## src/source/id_pkg.sv

```systemverilog
// Instruction ID tracker definitions
`default_nettype none

package id_pkg;

    ////////////////////////////////////////////////////////////
    // ID space
    localparam int LOG2_MAX_IDS = 3;
    localparam int MAX_IDS = 2 ** LOG2_MAX_IDS;

    // One instruction ID
    typedef logic [LOG2_MAX_IDS-1:0] id_t;

    // Count of IDs, extra top bit used as a full/valid flag
    typedef logic [LOG2_MAX_IDS:0] id_count_t;

    ////////////////////////////////////////////////////////////
    // Stage packets

    // Next instruction offered to decode
    typedef struct packed {
        logic        valid;
        id_t         id;
        logic [31:0] pc;
        logic [31:0] instruction;
    } decode_packet_t;

    // Issue strobe
    typedef struct packed {
        logic valid;
        id_t  id;
        logic is_multicycle;
    } issue_packet_t;

    // Writeback strobe from multicycle units
    typedef struct packed {
        logic valid;
        id_t  id;
    } wb_packet_t;

    // Block retired in one cycle, up to three instructions
    typedef struct packed {
        logic [1:0] count;
        logic       rd_valid;
        id_t        rd_id;
    } retire_packet_t;

endpackage

`default_nettype wire

```

## src/source/id_alloc.sv

```systemverilog
// Instruction ID allocator
`default_nettype none

module id_alloc
    import id_pkg::*;
(
    input  logic      clk,
    input  logic      rst,
    input  logic      fetch_flush,
    input  logic      pc_id_assigned,
    input  logic      fetch_complete,
    input  logic      decode_advance,
    input  logic      issue_valid,
    input  logic [1:0] retire_count_next,
    output id_t       pc_id,
    output id_t       fetch_id,
    output id_t       decode_id,
    output logic      pc_id_available,
    output logic      decode_valid,
    output id_count_t post_issue_count
);

    id_t oldest_pre_issue_id;
    id_t oldest_pre_issue_id_next;

    // Negative so the MSB reads as "something fetched but not decoded"
    id_count_t fetched_count_neg;
    id_count_t pre_issue_count;
    id_count_t pre_issue_count_next;
    id_count_t post_issue_count_next;
    id_count_t inflight_count;

    ////////////////////////////////////////////////////////////
    // Pointers

    // Oldest ID not yet issued, includes an issue in this cycle
    assign oldest_pre_issue_id_next = oldest_pre_issue_id + id_t'(issue_valid);

    always_ff @(posedge clk) begin
        if (rst) begin
            oldest_pre_issue_id <= '0;
        end else begin
            oldest_pre_issue_id <= oldest_pre_issue_id_next;
        end
    end

    // Flush rewinds all front-end pointers to the oldest un-issued ID
    always_ff @(posedge clk) begin
        if (rst) begin
            pc_id <= '0;
            fetch_id <= '0;
            decode_id <= '0;
        end else if (fetch_flush) begin
            pc_id <= oldest_pre_issue_id_next;
            fetch_id <= oldest_pre_issue_id_next;
            decode_id <= oldest_pre_issue_id_next;
        end else begin
            pc_id <= pc_id + id_t'(pc_id_assigned);
            fetch_id <= fetch_id + id_t'(fetch_complete);
            decode_id <= decode_id + id_t'(decode_advance);
        end
    end

    ////////////////////////////////////////////////////////////
    // Counters

    // Fetched minus decoded, negated
    always_ff @(posedge clk) begin
        if (rst || fetch_flush) begin
            fetched_count_neg <= '0;
        end else begin
            fetched_count_neg <= fetched_count_neg + id_count_t'(decode_advance)
                - id_count_t'(fetch_complete);
        end
    end

    // Pre-issue part is dropped on a flush
    assign pre_issue_count_next = pre_issue_count + id_count_t'(pc_id_assigned)
        - id_count_t'(issue_valid);

    always_ff @(posedge clk) begin
        if (rst || fetch_flush) begin
            pre_issue_count <= '0;
        end else begin
            pre_issue_count <= pre_issue_count_next;
        end
    end

    // Post-issue part only shrinks on retire
    assign post_issue_count_next = post_issue_count + id_count_t'(issue_valid)
        - id_count_t'(retire_count_next);

    always_ff @(posedge clk) begin
        if (rst) begin
            post_issue_count <= '0;
        end else begin
            post_issue_count <= post_issue_count_next;
        end
    end

    // Total in flight, MSB set when all IDs are taken
    always_ff @(posedge clk) begin
        if (rst) begin
            inflight_count <= '0;
        end else if (fetch_flush) begin
            inflight_count <= post_issue_count_next;
        end else begin
            inflight_count <= pre_issue_count_next + post_issue_count_next;
        end
    end

    assign pc_id_available = ~inflight_count[LOG2_MAX_IDS];
    assign decode_valid = fetched_count_neg[LOG2_MAX_IDS];

endmodule

`default_nettype wire

```

## src/source/id_tracker_top.sv

```systemverilog
// Instruction ID tracker
`default_nettype none

module id_tracker_top
    import id_pkg::*;
#(
    parameter int RETIRE_PORTS = 2
) (
    input  logic           clk,
    input  logic           rst,
    // Fetch
    output id_t            pc_id,
    output logic           pc_id_available,
    input  logic [31:0]    if_pc,
    input  logic           pc_id_assigned,
    output id_t            fetch_id,
    input  logic           fetch_complete,
    input  logic [31:0]    fetch_instruction,
    // Decode
    output decode_packet_t decode,
    input  logic           decode_advance,
    input  logic           decode_uses_rd,
    input  logic [4:0]     decode_rd_addr,
    // Issue and writeback
    input  issue_packet_t  issue,
    input  wb_packet_t     wb,
    // Control
    input  logic           fetch_flush,
    input  logic           retire_hold,
    // Retire
    output retire_packet_t retire,
    output id_count_t      post_issue_count
);

    id_t         decode_id;
    logic        decode_valid;
    id_t         decode_raddr [1];
    logic [31:0] pc_rdata [1];
    logic [31:0] instr_rdata [1];
    id_t         retire_ids_next [RETIRE_PORTS];
    logic        retire_uses_rd [RETIRE_PORTS];
    logic        retire_pending [RETIRE_PORTS];
    logic [1:0]  retire_count_next;

    assign decode_raddr[0] = decode_id;

    ////////////////////////////////////////////////////////////
    // ID management
    id_alloc i_id_alloc (
        .clk               (clk),
        .rst               (rst),
        .fetch_flush       (fetch_flush),
        .pc_id_assigned    (pc_id_assigned),
        .fetch_complete    (fetch_complete),
        .decode_advance    (decode_advance),
        .issue_valid       (issue.valid),
        .retire_count_next (retire_count_next),
        .pc_id             (pc_id),
        .fetch_id          (fetch_id),
        .decode_id         (decode_id),
        .pc_id_available   (pc_id_available),
        .decode_valid      (decode_valid),
        .post_issue_count  (post_issue_count)
    );

    ////////////////////////////////////////////////////////////
    // Metadata tables

    // PC, written on ID assignment
    meta_table #(
        .DEPTH          (MAX_IDS),
        .NUM_READ_PORTS (1),
        .payload_t      (logic [31:0])
    ) i_pc_table (
        .clk   (clk),
        .we    (pc_id_assigned),
        .waddr (pc_id),
        .wdata (if_pc),
        .raddr (decode_raddr),
        .rdata (pc_rdata)
    );

    // Instruction word, written when fetch completes
    meta_table #(
        .DEPTH          (MAX_IDS),
        .NUM_READ_PORTS (1),
        .payload_t      (logic [31:0])
    ) i_instr_table (
        .clk   (clk),
        .we    (fetch_complete),
        .waddr (fetch_id),
        .wdata (fetch_instruction),
        .raddr (decode_raddr),
        .rdata (instr_rdata)
    );

    // Register write flag, x0 never counts as a write
    meta_table #(
        .DEPTH          (MAX_IDS),
        .NUM_READ_PORTS (RETIRE_PORTS),
        .payload_t      (logic)
    ) i_uses_rd_table (
        .clk   (clk),
        .we    (decode_advance),
        .waddr (decode_id),
        .wdata (decode_uses_rd & (|decode_rd_addr)),
        .raddr (retire_ids_next),
        .rdata (retire_uses_rd)
    );

    ////////////////////////////////////////////////////////////
    // Writeback tracking and retire
    wb_pending_set #(
        .NUM_READ_PORTS (RETIRE_PORTS)
    ) i_wb_pending_set (
        .clk         (clk),
        .rst         (rst),
        .set_valid   (issue.valid & issue.is_multicycle),
        .set_id      (issue.id),
        .clear_valid (wb.valid),
        .clear_id    (wb.id),
        .read_id     (retire_ids_next),
        .pending     (retire_pending)
    );

    retire_select #(
        .RETIRE_PORTS (RETIRE_PORTS)
    ) i_retire_select (
        .clk               (clk),
        .rst               (rst),
        .retire_hold       (retire_hold),
        .post_issue_count  (post_issue_count),
        .pending           (retire_pending),
        .uses_rd           (retire_uses_rd),
        .retire_ids_next   (retire_ids_next),
        .retire_count_next (retire_count_next),
        .retire            (retire)
    );

    // Decode view of the tables
    assign decode.valid = decode_valid;
    assign decode.id = decode_id;
    assign decode.pc = pc_rdata[0];
    assign decode.instruction = instr_rdata[0];

endmodule

`default_nettype wire

```

## src/source/meta_table.sv

```systemverilog
// Per-ID metadata table
`default_nettype none

module meta_table
    import id_pkg::*;
#(
    parameter int  DEPTH = MAX_IDS,
    parameter int  NUM_READ_PORTS = 1,
    parameter type payload_t = logic
) (
    input  logic     clk,
    input  logic     we,
    input  id_t      waddr,
    input  payload_t wdata,
    input  id_t      raddr [NUM_READ_PORTS],
    output payload_t rdata [NUM_READ_PORTS]
);

    // Small LUT-RAM style storage
    payload_t table_mem [DEPTH];

    // Single write port updated at the edge
    always_ff @(posedge clk) begin
        if (we) begin
            table_mem[waddr] <= wdata;
        end
    end

    // One asynchronous read per port
    always_comb begin
        for (int i = 0; i < NUM_READ_PORTS; i++) begin
            rdata[i] = table_mem[raddr[i]];
        end
    end

endmodule

`default_nettype wire

```

## src/source/retire_select.sv

```systemverilog
// Retire block selection
`default_nettype none

module retire_select
    import id_pkg::*;
#(
    parameter int RETIRE_PORTS = 2
) (
    input  logic           clk,
    input  logic           rst,
    input  logic           retire_hold,
    input  id_count_t      post_issue_count,
    input  logic           pending [RETIRE_PORTS],
    input  logic           uses_rd [RETIRE_PORTS],
    output id_t            retire_ids_next [RETIRE_PORTS],
    output logic [1:0]     retire_count_next,
    output retire_packet_t retire
);

    logic port_valid [RETIRE_PORTS];
    logic rd_found;
    logic contiguous;
    id_t  rd_id_next;

    ////////////////////////////////////////////////////////////
    // Port selection

    // Block is contiguous from port 0 and holds at most one rd writer
    always_comb begin
        contiguous = ~retire_hold;
        rd_found = 1'b0;
        rd_id_next = retire_ids_next[0];
        retire_count_next = '0;
        for (int i = 0; i < RETIRE_PORTS; i++) begin
            // Issued, writeback done, and every earlier port going
            port_valid[i] = contiguous && (post_issue_count > id_count_t'(i))
                && !pending[i] && !(uses_rd[i] && rd_found);
            // First writer in the block names the rd ID
            if (port_valid[i] && uses_rd[i] && !rd_found) begin
                rd_id_next = retire_ids_next[i];
            end
            rd_found = rd_found | (port_valid[i] & uses_rd[i]);
            contiguous = contiguous & port_valid[i];
            retire_count_next = retire_count_next + 2'(port_valid[i]);
        end
    end

    ////////////////////////////////////////////////////////////
    // Retire IDs

    // Port i trails the oldest unretired ID by i
    always_ff @(posedge clk) begin
        for (int i = 0; i < RETIRE_PORTS; i++) begin
            if (rst) begin
                retire_ids_next[i] <= id_t'(i);
            end else begin
                retire_ids_next[i] <= retire_ids_next[i] + id_t'(retire_count_next);
            end
        end
    end

    ////////////////////////////////////////////////////////////
    // Registered retire packet
    always_ff @(posedge clk) begin
        if (rst) begin
            retire <= '0;
        end else begin
            retire.count <= retire_count_next;
            retire.rd_valid <= rd_found;
            retire.rd_id <= rd_id_next;
        end
    end

endmodule

`default_nettype wire

```

## src/source/wb_pending_set.sv

```systemverilog
// Writeback pending set
`default_nettype none

module wb_pending_set
    import id_pkg::*;
#(
    parameter int NUM_READ_PORTS = 2
) (
    input  logic clk,
    input  logic rst,
    input  logic set_valid,
    input  id_t  set_id,
    input  logic clear_valid,
    input  id_t  clear_id,
    input  id_t  read_id [NUM_READ_PORTS],
    output logic pending [NUM_READ_PORTS]
);

    ////////////////////////////////////////////////////////////
    // Toggle banks

    // One bank per write port, so each port only flips its own bit
    logic [MAX_IDS-1:0] set_bank;
    logic [MAX_IDS-1:0] clear_bank;

    // Issue of a multicycle ID
    always_ff @(posedge clk) begin
        if (rst) begin
            set_bank <= '0;
        end else if (set_valid) begin
            set_bank[set_id] <= ~set_bank[set_id];
        end
    end

    // Writeback of that ID
    always_ff @(posedge clk) begin
        if (rst) begin
            clear_bank <= '0;
        end else if (clear_valid) begin
            clear_bank[clear_id] <= ~clear_bank[clear_id];
        end
    end

    ////////////////////////////////////////////////////////////
    // Read ports

    // Pending while the banks disagree
    always_comb begin
        for (int i = 0; i < NUM_READ_PORTS; i++) begin
            pending[i] = set_bank[read_id[i]] ^ clear_bank[read_id[i]];
        end
    end

endmodule

`default_nettype wire

```

## config.mk

```make
export PLATFORM = sky130hd
export DESIGN_NAME = id_tracker_top
export DESIGN_NICKNAME = d
export VERILOG_FILES = /design/src/source/id_pkg.sv /design/src/source/id_alloc.sv /design/src/source/id_tracker_top.sv /design/src/source/meta_table.sv /design/src/source/retire_select.sv /design/src/source/wb_pending_set.sv
export SDC_FILE = /design/constraint.sdc
export NUM_CORES = 1
export LEC_CHECK = 0
export ABC_AREA = 1
export BUFFER_PORTS_ARGS = -buffer_cell sky130_fd_sc_hd__buf_2
export CAP_MARGIN = 30
export CORE_AREA = 2 2 154 306
export DETAILED_ROUTE_END_ITERATION = 10
export DIE_AREA = 0 0 156 308
export PLACE_DENSITY = 0.7
export SETUP_SLACK_MARGIN = 0.2
export SLEW_MARGIN = 20
export SYNTH_ARGS = -nofsm -noshare
export SYNTH_HDL_FRONTEND = slang
export SYNTH_SLANG_ARGS = --single-unit
export TNS_END_PERCENT = 5
```

## constraint.sdc

```tcl
create_clock -name clk -period 3.55 [get_ports clk]
set_input_delay 0 -clock clk [delete_from_list [all_inputs] [get_ports clk]]
set_output_delay 0 -clock clk [all_outputs]
set_load 0.05 [all_outputs]
```

After elaboration in Yosys (flattened, before gate mapping)
Memories as Yosys holds them, arrays and structs flattened. A register that Yosys moved wholly into a read port is not among the register bits.
Index checks and enable logic that the tools add are counted.
{"block": "word_totals", "memories": 3, "out_inout_bits": 85, "input_bits": 86, "ramBits": 520, "ff_bits": 56}
{"block": "op_classes", "mux": 33, "addsub": 14, "n_reduce_logical": 16, "order_cmp": 8, "n_bitwise": 12}
{"memory": "i_instr_table.table_mem", "words": 8, "width": 32, "rd": 1, "rd_ports_with_merged_regs": 1, "write_ports": 1, "line_no": "meta_table.sv:20", "source": "payload_t table_mem [DEPTH];"}
{"memory": "i_pc_table.table_mem", "words": 8, "width": 32, "rd": 1, "rd_ports_with_merged_regs": 1, "write_ports": 1, "line_no": "meta_table.sv:20"}
{"memory": "i_uses_rd_table.table_mem", "words": 8, "width": 1, "rd": 2, "rd_ports_with_merged_regs": 2, "write_ports": 1, "line_no": "meta_table.sv:20"}
{"cell": "2-to-1 mux 3 bit", "count": 8}
{"cell": "binary-select mux 1 bit (select 3 bit)", "count": 6}
{"cell": "bitwise mux 8 bit", "count": 2}
{"cell": "less-than comparator 3 x 4 -> 1 bit, second input constant", "count": 4}
{"cell": "2-to-1 mux 1 bit", "count": 14}
{"cell": "adder 3 x 1 -> 3 bit", "count": 4}
{"cell": "adder 4 x 1 -> 4 bit", "count": 3}
{"cell": "logical AND 1 bit", "count": 10}
{"cell": "> comparator 4 x 1 -> 1 bit, second input constant", "count": 2}
{"cell": "subtractor 4 x 1 -> 4 bit", "count": 2}
{"cell": "adder 3 x 2 -> 3 bit", "count": 2}
{"cell": "demux 1 bit (select 3 bit)", "count": 2}
{"cell": ">= comparator 3 x 1 -> 1 bit, second input constant", "count": 2}
{"cell": "bitwise AND 1 bit", "count": 5}
{"cell": "OR reduction 5 bit", "count": 1}
{"cell": "adder 4 bit", "count": 1}
{"cell": "zero test 1 bit", "count": 4}
{"cell": "2-to-1 mux 4 bit", "count": 1}
{"cell": "inverter 1 bit", "count": 4}
{"cell": "subtractor 4 x 2 -> 4 bit", "count": 1}
{"cell": "adder 1 x 1 -> 2 bit", "count": 1}
{"cell": "XOR 1 bit", "count": 2}
{"cell": "logical OR 1 bit", "count": 1}
{"cell": "OR 1 bit", "count": 1}

Depth between registers and ports, before layout
Gate-level depths: netlist of the first run.
{"block": "logic_depth", "word_depth": 13, "depth_mapped": 27, "depth_no_buf": 25}

Modules after synthesis
Synthesis of the first run repeated with hierarchy kept, for this count alone.
{"block": "unflattened", "cells_unflattened": 2823, "area_unflattened_um2": 26290.2}
{"module": "meta_table (i_instr_table ...)", "n_inst": 2, "cells_per_inst": 1124, "seq_area_each_um2": 7687.4, "area_each_um2": 11232.0}
{"module": "id_alloc", "n_inst": 1, "cells_per_inst": 175, "seq_area_each_um2": 500.5, "area_each_um2": 1425.1}
{"module": "wb_pending_set", "n_inst": 1, "cells_per_inst": 254, "seq_area_each_um2": 320.3, "area_each_um2": 1315.0}
{"module": "retire_select", "n_inst": 1, "cells_per_inst": 64, "seq_area_each_um2": 240.2, "area_each_um2": 553.0}
{"module": "meta_table (i_uses_rd_table)", "n_inst": 1, "cells_per_inst": 73, "seq_area_each_um2": 240.2, "area_each_um2": 494.2}
{"module": "id_tracker_top", "n_inst": 1, "cells_per_inst": 9, "seq_area_each_um2": 0.0, "area_each_um2": 38.8}

Worst setup path before layout of the first run
No wires, ideal clock.
{"block": "synth_path", "kind": "register to register", "startpoint": "register i_id_alloc.post_issue_count[2]", "endpoint": "register i_id_alloc.inflight_count[3]", "setup_ns": 0.115, "path_slack_ns": -0.624, "path_buffers": 0, "required_ns": 3.435, "synth_period_minus_slack_ns": 4.174, "path_stages_with_launch": 23, "t_arrival_ns": 4.058, "cell_sequence": "dfxtp_1 > inv_1 > ha_1 > inv_1 > nor2_1 > a21oi_1 > nand2_2 > nor4_1 > ha_1 > ha_1 > inv_1 > ha_1 > fa_1 > or2_2 > nand2_1 > ha_1 > nand2_1 > nor3_1 > a211oi_1 > or2_2 > nand3_1 > o21ai_0 > inv_1"}
{"block": "synth_between", "elab_chain_len": 11, "word_cells_on_any_way": 16, "classes_between": "4 x add/sub; 2 x order compare; 1 x mux; 2 x bitwise; 7 x reduce/logical"}
{"item": "start, declared", "line_no": "id_alloc.sv:20", "source": "output id_count_t post_issue_count"}
{"item": "start signal, assigned", "line_no": "id_alloc.sv:97", "source": "post_issue_count <= post_issue_count_next;"}
{"item": "> comparator 4 x 1 -> 1 bit", "line_no": "retire_select.sv:36", "source": "port_valid[i] = contiguous && (post_issue_count > id_count_t'(i))"}
{"item": "logical AND 1 bit", "line_no": "retire_select.sv:36"}
{"item": "logical AND 1 bit", "line_no": "retire_select.sv:37", "source": "&& !pending[i] && !(uses_rd[i] && rd_found);"}
{"item": "bitwise AND 1 bit (on tied branches)", "line_no": "retire_select.sv:43, retire_select.sv:42"}
{"item": "logical AND 1 bit (on tied branches)", "line_no": "retire_select.sv:36, retire_select.sv:37"}
{"item": "logical AND 1 bit or zero test 1 bit (tied branches)", "line_no": "retire_select.sv:37"}
{"item": "logical AND 1 bit", "line_no": "retire_select.sv:37"}
{"item": "adder 1 x 1 -> 2 bit (*)", "line_no": "retire_select.sv:44", "source": "retire_count_next = retire_count_next + 2'(port_valid[i]);"}
{"item": "net i_id_alloc.retire_count_next[0]", "line_no": "id_alloc.sv:14", "source": "input logic [1:0] retire_count_next,"}
{"item": "subtractor 4 x 2 -> 4 bit (*)", "line_no": "id_alloc.sv:91", "source": "- id_count_t'(retire_count_next);"}
{"item": "net i_id_alloc.post_issue_count_next[2]", "line_no": "id_alloc.sv:30", "source": "id_count_t post_issue_count_next;"}
{"item": "adder 4 bit (*)", "line_no": "id_alloc.sv:108", "source": "inflight_count <= pre_issue_count_next + post_issue_count_next;"}
{"item": "2-to-1 mux 4 bit (*)", "line_no": "id_alloc.sv:105", "source": "end else if (fetch_flush) begin"}
{"item": "end signal, assigned", "line_no": "id_alloc.sv:106", "source": "inflight_count <= post_issue_count_next;"}
{"item": "end signal, assigned", "line_no": "id_alloc.sv:108"}
{"item": "end, declared", "line_no": "id_alloc.sv:31", "source": "id_count_t inflight_count;"}
Mark *: on every way through the listed nets, which the timed path passes. The rest lies on a longest branch.
A chain may end at the register's enable or synchronous reset.

Worst setup path in the final report of the first run
{"block": "layout_path", "startpoint": "register i_retire_select.retire_ids_next[3] (netlist name)", "endpoint": "register i_id_alloc.inflight_count[3]"}
{"block": "layout_between", "elab_chain_len": 13, "word_cells_on_any_way": 18, "classes_between": "3 x add/sub; 5 x mux; 3 x bitwise; 7 x reduce/logical"}
{"item": "start, declared", "line_no": "retire_select.sv:15", "source": "output id_t retire_ids_next [RETIRE_PORTS],"}
{"item": "start signal, assigned by index", "line_no": "retire_select.sv:55", "source": "retire_ids_next[i] <= id_t'(i);"}
{"item": "start signal, assigned by index", "line_no": "retire_select.sv:57", "source": "retire_ids_next[i] <= retire_ids_next[i] + id_t'(retire_count_next);"}
{"item": "binary-select mux 1 bit (select 3 bit)", "line_no": "wb_pending_set.sv:50", "source": "pending[i] = set_bank[read_id[i]] ^ clear_bank[read_id[i]];"}
{"item": "2-to-1 mux 1 bit (not written as such)", "line_no": "wb_pending_set.sv:50"}
{"item": "XOR 1 bit (*)", "line_no": "wb_pending_set.sv:50"}
{"item": "zero test 1 bit (*)", "line_no": "retire_select.sv:37"}
{"item": "logical AND 1 bit (*)", "line_no": "retire_select.sv:37"}
{"item": "bitwise AND 1 bit (on tied branches)", "line_no": "retire_select.sv:43, retire_select.sv:42"}
{"item": "logical AND 1 bit (on tied branches)", "line_no": "retire_select.sv:36, retire_select.sv:37"}
{"item": "logical AND 1 bit or zero test 1 bit (tied branches)", "line_no": "retire_select.sv:37"}
{"item": "logical AND 1 bit", "line_no": "retire_select.sv:37"}
{"item": "adder 1 x 1 -> 2 bit (*)", "line_no": "retire_select.sv:44"}
{"item": "net i_id_alloc.retire_count_next[0]", "line_no": "id_alloc.sv:14"}
{"item": "subtractor 4 x 2 -> 4 bit (*)", "line_no": "id_alloc.sv:91"}
{"item": "net i_id_alloc.post_issue_count_next[2]", "line_no": "id_alloc.sv:30"}
{"item": "adder 4 bit (*)", "line_no": "id_alloc.sv:108"}
{"item": "2-to-1 mux 4 bit (*)", "line_no": "id_alloc.sv:105"}
Mark *: on every way through the listed nets, which the timed path passes. The rest lies on a longest branch. The select of a mux whose other input is x is not followed.

==> results of run 1 <==
## synth_stat cells
| library cell | count |
|---|---|
| sky130_fd_sc_hd__xor2_1 | 5 |
| sky130_fd_sc_hd__inv_8 | 1 |
| sky130_fd_sc_hd__o21a_1 | 1 |
| sky130_fd_sc_hd__nand2_1 | 210 |
| sky130_fd_sc_hd__o21ai_1 | 15 |
| sky130_fd_sc_hd__or4_1 | 1 |
| sky130_fd_sc_hd__dfxtp_1 | 53 |
| sky130_fd_sc_hd__nand3_2 | 1 |
| sky130_fd_sc_hd__buf_4 | 1 |
| sky130_fd_sc_hd__clkbuf_1 | 55 |
| sky130_fd_sc_hd__o21bai_1 | 1 |
| sky130_fd_sc_hd__nand3_1 | 34 |
| sky130_fd_sc_hd__inv_2 | 4 |
| sky130_fd_sc_hd__fa_1 | 5 |
| sky130_fd_sc_hd__a211oi_1 | 3 |
| sky130_fd_sc_hd__a211o_1 | 15 |
| sky130_fd_sc_hd__nand3b_1 | 1 |
| sky130_fd_sc_hd__nor2_1 | 269 |
| sky130_fd_sc_hd__nor2_4 | 3 |
| sky130_fd_sc_hd__o41ai_2 | 1 |
| sky130_fd_sc_hd__xnor2_1 | 3 |
| sky130_fd_sc_hd__nor3_1 | 1 |
| sky130_fd_sc_hd__buf_2 | 19 |
| sky130_fd_sc_hd__nor2_2 | 1 |
| sky130_fd_sc_hd__or2_2 | 4 |
| sky130_fd_sc_hd__o22ai_1 | 45 |
| sky130_fd_sc_hd__nor4_1 | 1 |
| sky130_fd_sc_hd__a21oi_2 | 1 |
| sky130_fd_sc_hd__ha_1 | 27 |
| sky130_fd_sc_hd__inv_1 | 88 |
| sky130_fd_sc_hd__buf_8 | 2 |
| sky130_fd_sc_hd__buf_6 | 4 |
| sky130_fd_sc_hd__o211ai_1 | 29 |
| sky130_fd_sc_hd__edfxtp_1 | 520 |
| sky130_fd_sc_hd__buf_1 | 5 |
| sky130_fd_sc_hd__nand4_1 | 3 |
| sky130_fd_sc_hd__o21ai_0 | 242 |
| sky130_fd_sc_hd__clkinv_1 | 1 |
| sky130_fd_sc_hd__o221ai_1 | 23 |
| sky130_fd_sc_hd__nand2_2 | 6 |
| sky130_fd_sc_hd__a21oi_1 | 78 |
## cells by family (layout without fill, tap and decap cells)
family | after synthesis | count (layout)
DFF | 573 | 573
and+or+nand+nor | 535 | 535
AOI/OAI and AO/OA | 454 | 454
buffers and inverters | 180 | 533
adders and majority gates | 32 | 32
xor gates and xnor gates | 8 | 8
other | 0 | 2
## report_power, final
| part | total (uW) | switching, uW | internal [uW] |
|---|---|---|---|
| combinational | 3600 | 2400 | 1200 |
| sequential | 7710 | 96.4 | 7610 |
| clock | 4930 | 2270 | 2660 |
## cell type report
type / instances / area (um2) / share of cell area
repair buffers: 360 / 2683 / 0.09788
clock buffers: 58 / 1217 / 0.04442
multi-input cells: 1029 / 5532 / 0.2018
inverters: 94 / 367.9 / 0.01342
flip-flops and latches: 573 / 16690 / 0.6090
diodes: 2 / 5.005 / 0.0001826
well taps: 565 / 706.9 / 0.02579
clock inverters: 21 / 203.9 / 0.007441
## metrics by stage
stage                     power, uW  TNS, ns  cells    util  setup WS (ns)
after floorplan                9971  -0.1431   1782       -        -0.1431
after global placement        10920  -0.4564   2506  0.5385        -0.4564
after detailed placement      11000  -0.4892   2508  0.5397        -0.4892
after CTS                     16130  -0.2594   2697  0.5963        -0.2594
after global routing          16870  -0.4904   2702  0.5998        -0.4904
final                         16240  -0.2961   2702  0.5998        -0.2961
## critical path, delay by kind of cell (launching register included)
family                   cells  cell delay (ns)
buffers and inverters        4             0.27
AO/OA/AOI/OAI                2             0.37
AND/OR/NAND/NOR             13             1.45
adder cells (fa/ha/maj)      5             1.21
flip-flops                   1             0.43
## layout by cell type, fill, tap and decap left out, drive strengths merged
cell type,instances
xor2,5
inv,95
nand4,3
clkinv,15
edfxtp,520
fa,5
o221ai,23
o41ai,1
or4,1
clkbuf,58
o22ai,45
nor3,1
nor2,273
clkinvlp,2
o21bai,1
a211o,15
dfxtp,53
nand2,216
diode,2
nand3,35
a211oi,3
nor4,1
bufinv,3
xnor2,3
a21oi,79
dlygate4sd3,104
ha,27
o21a,1
buf,256
o211ai,29
or2,4
nand3b,1
o21ai,257
## flip-flops by register name, indices dropped and copies added (netlist names)
name and count:
i_instr_table.table_mem 256, i_id_alloc.fetch_id 3, i_id_alloc.pre_issue_count 4, i_id_alloc.post_issue_count 4
i_wb_pending_set.clear_bank 8, i_id_alloc.fetched_count_neg 4, i_retire_select.retire 6, i_id_alloc.oldest_pre_issue_id 3
i_wb_pending_set.set_bank 8, i_uses_rd_table.table_mem 8, i_retire_select.retire_ids_next 6, i_id_alloc.decode_id 3
i_pc_table.table_mem 256, i_id_alloc.inflight_count 1, i_id_alloc.pc_id 3
## path summary, 6_finish.rpt
check | from | endpoint | slack, ns | depth (start not counted)
setup / recovery | i_retire_select.retire_ids_next[3] | i_id_alloc.inflight_count[3] | -0.30 | 24
hold / removal | if_pc[14] | i_pc_table.table_mem[2][14] | 0.23 | 2
setup reg to reg | i_retire_select.retire_ids_next[3] | i_id_alloc.inflight_count[3] | -0.30 | 24
hold reg to reg | i_id_alloc.fetched_count_neg[2] | i_id_alloc.fetched_count_neg[3] | 0.63 | 2
## routing by layer
metal	vias up	share of wire	GRT usage
li1	7067	-	-
met1	7459	0.36	0.2545
met2	553	0.53	0.4169
met3	173	0.056	0.03119
met4	0	0.055	0.1348
met5	-	0	0
## timing repair
action                                 4_1_cts  5_1_grt
setup buffers                                6        3
setup endpoints to repair                    1        2
cloned                                       0        0
hold buffers                               104        0
endpoints found under the hold margin      571        0
resized for setup                           20       29
pin swaps                                   18       24
==> impl_summary.md, run 1 <==
Run status
The flow ran to the end, but the final reports show violations. The checks that failed: setup timing.

Synth
The number of nets produced by synthesis is 1900. After synthesis the cells add up to ~23000 um2. The largest family of logic cells by synthesized area is compound AO/OA/AOI/OAI gates.

Ranked by total cell area, the synthesized netlist is headed by sky130_fd_sc_hd__edfxtp_1 (69%), sky130_fd_sc_hd__o21ai_0 (5.3%), sky130_fd_sc_hd__dfxtp_1 (4.7%). The synthesized area divided by synthesized cell count is 12.71 um2. The compound-gate portion of the synthesized area is 0.1135.

Of the post-synthesis cell area, the dominant cell type holds 0.6896. Of the total synthesized cell area, the portion taken by full adders, half adders and majority gates is 0.01934. After synthesis, the netlist uses 41 different library cells.

The portion of synthesized area spent on multiplexers is 0. The number of register bits inferred by synthesis is approximately 570. Counting every instance in the synthesized netlist gives between 1500 and 2000. The simple-gate share of the synthesized area is 0.09388.

The xor/xnor cell area share of the yosys netlist is 0.003094. The share of the yosys chip area belonging to registers is 0.7364. The cell taking the most area after synthesis is sky130_fd_sc_hd__edfxtp_1. The count of yosys warnings during synthesis is 0.

Floorplan
The area of the die is roughly 48000 um2. The site row count is 111. The total core area is ~46000 um2. The initial standard-cell utilization of the core is 0.4956. The number of ports placed on the die boundary is 171.

In this run the vertical extent of the chip is 308 um. The floorplan die width is 156 um.

Detailed routing
The remaining antenna violation count after routing is 0. After detailed routing, the average wire length per cell comes to ~20 um. The first detailed-routing pass ran for 6 iterations. After detailed routing, the total wire length is ~55000 um. Using the TritonRoute via totals, the vias-per-cell ratio works out to 5.645. For this block, the via count after detailed routing is 15252. The DRC violation total after the first TritonRoute iteration is around 1100. After detailed routing, the number of remaining DRC violations is 0.

Cells and area
The total number of nets in the final design is 2223. The area growth from synthesis to layout is 21.04%. After routing the design area is around 27000 um2. The layout has around 3500 filler cells. Of the cells placed in the final design, the portion with a size suffix greater than 1 is 0.1845.

GRT
The via count of the first global-routing pass was ~16000. The first global-routing pass estimated roughly 84000 um of wire. The global route total overflow is 0.

The initial antenna violation count is 2. The maximum number of pins on one net before global-route repair is about 120. The total routing usage reported by global routing is 0.2297.

Place
Routability-driven placement finished with a final weighted congestion of between 0.8 and 0.9. The total placed instance area is between 20000 and 25000 um2. The number of input and output port buffers inserted is 170. The HPWL after detailed placement is approximately 34000 um.

Setup path
The delay of the slowest cell on the worst path is ~0.43 ns. The type of element capturing the critical path is a flop. The critical path start-end classification is flop to flop. Traced cell by cell, the critical path runs through inv_8 > buf_8 > nand2_1 > nand3_2 > nand3_2 > nand2_2 > nand2_2 > nand2_2 > nor4_4 > ha_4 > ha_4 > inv_2 > ha_4 > fa_2 > or2_4 > nand2_4 > ha_4 > nand2_2 > nor3_2 > a211oi_2 > or2_4 > nand3_4 > o21ai_2 > inv_1. The worst path required time is between 4 and 5 ns.

The data arrival time at the worst-slack endpoint is around 4.3 ns. Along the worst path, the maximum fanout reaches 8. The startpoint class of the critical path is a flop. The largest individual stage delay along the critical path comes from the cell sky130_fd_sc_hd__dfxtp_4.

Power and ir drop
The maximum vdd drop is between 400 and 500 uV. The leakage power of the design is 0.009871 uW. Dividing total power by cell area gives a power density of 592.7 nW/um2.

Clock network
The root buffer cell is sky130_fd_sc_hd__clkbuf_16. The later pin in the worst-skew pair is clocked with a latency of 0.58 ns. In this run the number of H-tree levels came out at 2. After clock tree synthesis, the clock-pin slew on the worst setup and hold paths is around 0.070 ns.

The number of sinks handled by clock tree synthesis is ~570. The clock passes through at most 3 buffers. The clock tree from TritonCTS is done. The total clock buffers created by CTS is 47.

STA
Setup violations remaining at the end of the flow were counted as 1. Hold timing on the final database bottoms out at a slack of approximately 0.23 ns. The final worst-path setup slack is -0.2961 ns. Subtracting the final worst setup slack from the clock period gives 3.846 ns. The share of the cycle needed by the critical path after routing is 1.083. The actual slew at the worst max-slew pin is ~0.91 ns. Headroom to the max-slew limit came out at 0.3949. The final-report max-slew violation count is 0.

Setup repair after global routing could not meet its margin everywhere. The final clock skew is 0.01862 ns. The final hold violation count came to 0. For this run, the top clock speed supported by timing is approximately 260 MHz.

Min path
The class of the worst hold path is input pin to flop.

Flow run
The total of max-cap violations is 0.
(Power assumes the default switching activity.)
==> run 2, diff against run 1 <==
- CORE_AREA: 2 2 154 306 -> 2 2 278 197
- DIE_AREA: 0 0 156 308 -> 0 0 280 199
- SYNTH_HIERARCHICAL: default -> 1
==> run 2 against run 1 <==
The flow still finishes with violations (setup timing); area after synthesis up 16%; final area up 13%; clock skew up 0.0011 ns; critical path type unchanged; largest power group unchanged.
==> impl_summary.md, run 2 <==
Synth
The number of synthesized flops with an enable pin is 520 (unchanged). The compound-gate portion of the synthesized area is 0.009376 (was 0.1135). The area share of fa/ha/maj cells after synthesis is 0.01618 (was 0.01934). The number of nets produced by synthesis is 2940 (was 1900).

The flip-flop cell with the highest count after synthesis was sky130_fd_sc_hd__edfxtp_1 (unchanged). Top post-synthesis cells by area: sky130_fd_sc_hd__edfxtp_1 (59%), sky130_fd_sc_hd__nand2_1 (15%), sky130_fd_sc_hd__inv_1 (8.9%) (was sky130_fd_sc_hd__edfxtp_1 (69%), sky130_fd_sc_hd__o21ai_0 (5.3%), sky130_fd_sc_hd__dfxtp_1 (4.7%)). The proportion of netlist area held by the largest area contributor is 0.5939 (was 0.6896). The number of register bits inferred by synthesis is 573 (unchanged).

The synthesized netlist cell count came to 2823 (was 1782). The post-synth design cell area is 26290 um2 (was 22640 um2). The simple-gate share of the synthesized area is 0.2216 (was 0.09388). The count of yosys warnings during synthesis is 6 (was 0). The multiplexer area fraction after synthesis is 0 (unchanged). The synthesized area divided by synthesized cell count is 9.313 um2 (was 12.71 um2). The share of flip-flops with an asynchronous set or reset is 0 (unchanged). The share of the yosys chip area belonging to registers is 0.6343 (was 0.7364). The cell taking the most area after synthesis was sky130_fd_sc_hd__edfxtp_1 (unchanged).

The largest family of logic cells by synthesized area is simple AND/OR/NAND/NOR gates (was compound AO/OA/AOI/OAI gates). The number of distinct library cells after synthesis is 31 (was 41). The xor/xnor cell area share of the yosys netlist came to 0.002332 (was 0.003094).

Most used standard cells in the synthesized netlist: sky130_fd_sc_hd__nand2_1 (1027), sky130_fd_sc_hd__inv_1 (624), sky130_fd_sc_hd__edfxtp_1 (520) (was sky130_fd_sc_hd__edfxtp_1 (520), sky130_fd_sc_hd__nor2_1 (269), sky130_fd_sc_hd__o21ai_0 (242)). The most instantiated library cell after synthesis is sky130_fd_sc_hd__nand2_1 (was sky130_fd_sc_hd__edfxtp_1).

Cells and area
The most common cell after layout, fill and taps aside was sky130_fd_sc_hd__nand2_1 (was sky130_fd_sc_hd__edfxtp_1). The total number of nets in the final design was 3234 (was 2223). Largest registers: i_instr_table/table_mem: 256 flops, i_pc_table/table_mem: 256 flops (was i_instr_table.table_mem: 256 flops, i_pc_table.table_mem: 256 flops).

The share of cells above drive strength 1 is 0.1340 (was 0.1845). The number of filler instances in the final layout is 4310 (was 3464). The final cell area excluding filler cells is 31100 um2 (was 27410 um2). The area growth from synthesis to final layout came to 18.29% (was 21.04%). Commonest cells after routing, fill and taps aside: sky130_fd_sc_hd__nand2_1 (1014), sky130_fd_sc_hd__inv_1 (620), sky130_fd_sc_hd__edfxtp_1 (520) (was sky130_fd_sc_hd__edfxtp_1 (520), sky130_fd_sc_hd__nor2_1 (251), sky130_fd_sc_hd__o21ai_0 (240)).

Setup path
The slowest cell on the critical path is sky130_fd_sc_hd__fa_2 (was sky130_fd_sc_hd__dfxtp_4). The data arrival time at the worst-slack endpoint is 4.09 ns (was 4.30 ns). The slack of the worst reg-to-reg path was -0.02 ns (was -0.30 ns). The maximum fanout encountered on the critical timing path came to 8 (unchanged). The type of element capturing the critical path is a flop (unchanged). The critical path start-end classification is flop to flop (unchanged). The worst path required time is 4.07 ns (was 4.01 ns). The delay of the slowest cell on the worst path was 0.36 ns (was 0.43 ns). The most common cell type on the critical path is sky130_fd_sc_hd__nand2_1. The startpoint class of the critical path is a flop (unchanged).

Place
The total placed instance area was 27940 um2 (was 24660 um2). The final weighted congestion in routability-driven placement is 0.8510 (was 0.8706). The number of input and output port buffers inserted is 170 (unchanged). The HPWL after detailed placement is 34630 um (was 34200 um).

Detailed routing
The final wirelength is 61760 um (was 55480 um). The number of vias per cell is 4.890 (was 5.645). The average wire per cell in the routed design is 16.00 um (was 20.53 um). The remaining antenna violation count after routing is 0 (unchanged). The DRC violation total after the first TritonRoute iteration was 1554 (was 1079). The number of search-and-repair iterations in the first detailed-routing pass is 7 (was 6). The final routed DRC violation total came to 0 (unchanged). The total via count in the routed design is 18869 (was 15252).

Power and ir drop
The internal cell power is 11940 uW (was 11470 uW). The clock share of power came to 0.329 (was 0.304). The power per cell area is 552.6 nW/um2 (was 592.7 nW/um2). The proportion of power drawn by combinational gates was 0.221 (was 0.222).

The proportion of power drawn by flip-flops and latches is 0.450 (was 0.474). The leakage power of the design was 0.01459 uW (was 0.009871 uW). The total power draw is 17190 uW (was 16240 uW). The maximum vdd drop is 413.3 uV (was 468.5 uV). The switching share of power is 0.3050 (was 0.2939). The net load switching power is 5241 uW (was 4774 uW).

GRT
The global route total overflow is 0 (unchanged). The total routing usage reported by global routing is 0.2247 (was 0.2297). The maximum number of pins on one net before global-route repair is 121 (was 119). The wire length of the first global-routing pass is 97640 um (was 83970 um). The initial antenna violation count is 2 (unchanged). The via count of the first global-routing pass is 18219 (was 15537).

Clock network
The clock-pin slew reported for the worst setup and hold paths after clock tree synthesis was 0.06 ns (was 0.07 ns). The number of sinks handled by clock tree synthesis is 573 (unchanged). The root buffer cell is sky130_fd_sc_hd__clkbuf_16 (unchanged).

The clock latency on the worst-skew pair was 0.61 ns (was 0.58 ns). The total clock buffers created by CTS came to 55 (was 47). The clock tree from TritonCTS was done (unchanged). The level count of the clock H-tree came to 2 (unchanged). The maximum buffer depth of the clock tree is 3 (unchanged).

STA
The final clock skew came to 0.01975 ns (was 0.01862 ns). The count of final setup violators is 1 (unchanged). The worst slew margin relative to its limit came to 0.3894 (was 0.3949). Setup repair after global routing missed its margin: true (unchanged). The share of the cycle needed by the critical path after routing was 1.006 (was 1.083). The time the final worst path needs with I/O delays and setup is 3.573 ns (was 3.846 ns).

The final hold violation count was 0 (unchanged). The final worst-path setup slack came to -0.02294 ns (was -0.2961 ns). The highest clock rate was 279.9 MHz (was 260.0 MHz). The actual slew at the worst max-slew pin is 0.9137 ns (was 0.9055 ns). The final-report max-slew violation count is 0 (unchanged).

Flow run
The total of max-cap violations was 0 (unchanged).

Floorplan
The floorplan die width came to 280 um (was 156 um). The total core area is 53210 um2 (was 45690 um2). The die boundary height is 199 um (was 308 um). The number of ports placed on the die boundary came to 171 (unchanged). The site row count is 71 (was 111). The area of the die is 55720 um2 (was 48050 um2). The initial standard-cell utilization of the core was 0.4941 (was 0.4956).

Run status
Violated checks: setup timing (unchanged). Run status: finished, violations left (unchanged).

Min path
The class of the worst hold path is input pin to flop (unchanged).
## run 2: area by class of cell
type	instances	area, um2	area share
Clock inverter	39	329.1	0.01058
Inverter	638	2426	0.07801
Timing Repair Buffer	340	2450	0.07878
Multi-Input combinational cell	1509	6909	0.2222
Clock buffer	65	1414	0.04546
Sequential cell	573	16700	0.5370
Antenna cell	2	5.005	0.0001609
Tap cell	693	867.1	0.02788
## run 2: logic make-up (layout without fill, tap and decap cells)
| logic type | count (synthesis) | after routing |
|---|---|---|
| AOI/OAI and AO/OA | 46 | 46 |
| adders and majority gates | 31 | 31 |
| xor gates and xnor gates | 7 | 7 |
| DFF | 573 | 573 |
| and+or+nand+nor | 1425 | 1425 |
| other | 0 | 2 |
| buffers and inverters | 741 | 1082 |
## run 2: layer usage
metal  wire [um]  share of wire  track usage
met5           0              0            0
met1       27510           0.45       0.3084
met3        3911          0.063      0.03136
met4        1274          0.021      0.06576
met2       29060           0.47       0.3747
## run 2: worst max-delay path: cells and delay by family (launching register included)
family                   cells  cell delay [ns]
AND/OR/NAND/NOR             18             1.34
AO/OA/AOI/OAI                1             0.14
buffers and inverters        6             0.41
flip-flops                   1             0.35
adder cells (fa/ha/maj)      5             1.24
## run 2: worst paths after layout
kind                                      startpoint                                 to  cells after the start
setup / recovery  i_retire_select/retire_ids_next[0]       i_id_alloc/inflight_count[3]                     30
hold / removal                 fetch_instruction[29]     i_instr_table/table_mem[4][29]                      2
setup reg to reg  i_retire_select/retire_ids_next[0]       i_id_alloc/inflight_count[3]                     30
hold reg to reg    i_id_alloc/oldest_pre_issue_id[2]  i_id_alloc/oldest_pre_issue_id[2]                      3
## run 2: metrics by stage
stage,setup TNS (ns),hold slack [ns],util,std cells,setup slack (ns)
finish,-0.02294,0.1698,0.5844,3859,-0.02294
global route,-0.2890,0.1698,0.5844,3858,-0.2215
CTS,0,0.1306,0.5825,3857,0.07365
detailed placement,-0.04666,0.2637,0.5250,3629,-0.04666
global placement,0,0.2564,0.5250,3629,0.03293
floorplan,0,0.09887,-,2823,0.1702
## run 2: what timing repair did
action | CTS | global route
endpoints found under the setup margin | 1 | 26
resized for setup | 36 | 25
endpoints found under the hold margin | 576 | 0
buffers inserted | 29 | 0
hold buffers | 95 | 0
pin swaps | 26 | 20
## run 2: power by group through the flow
stage          Combinational, uW  Sequential (uW)  Clock, uW
2_1_floorplan               2330             7990          0
3_3_place_gp                3180             7880          0
3_5_place_dp                3270             7900          0
4_1_cts                     3680             7730       5780
5_1_grt                     4150             7750       6040
6_report                    3810             7730       5650
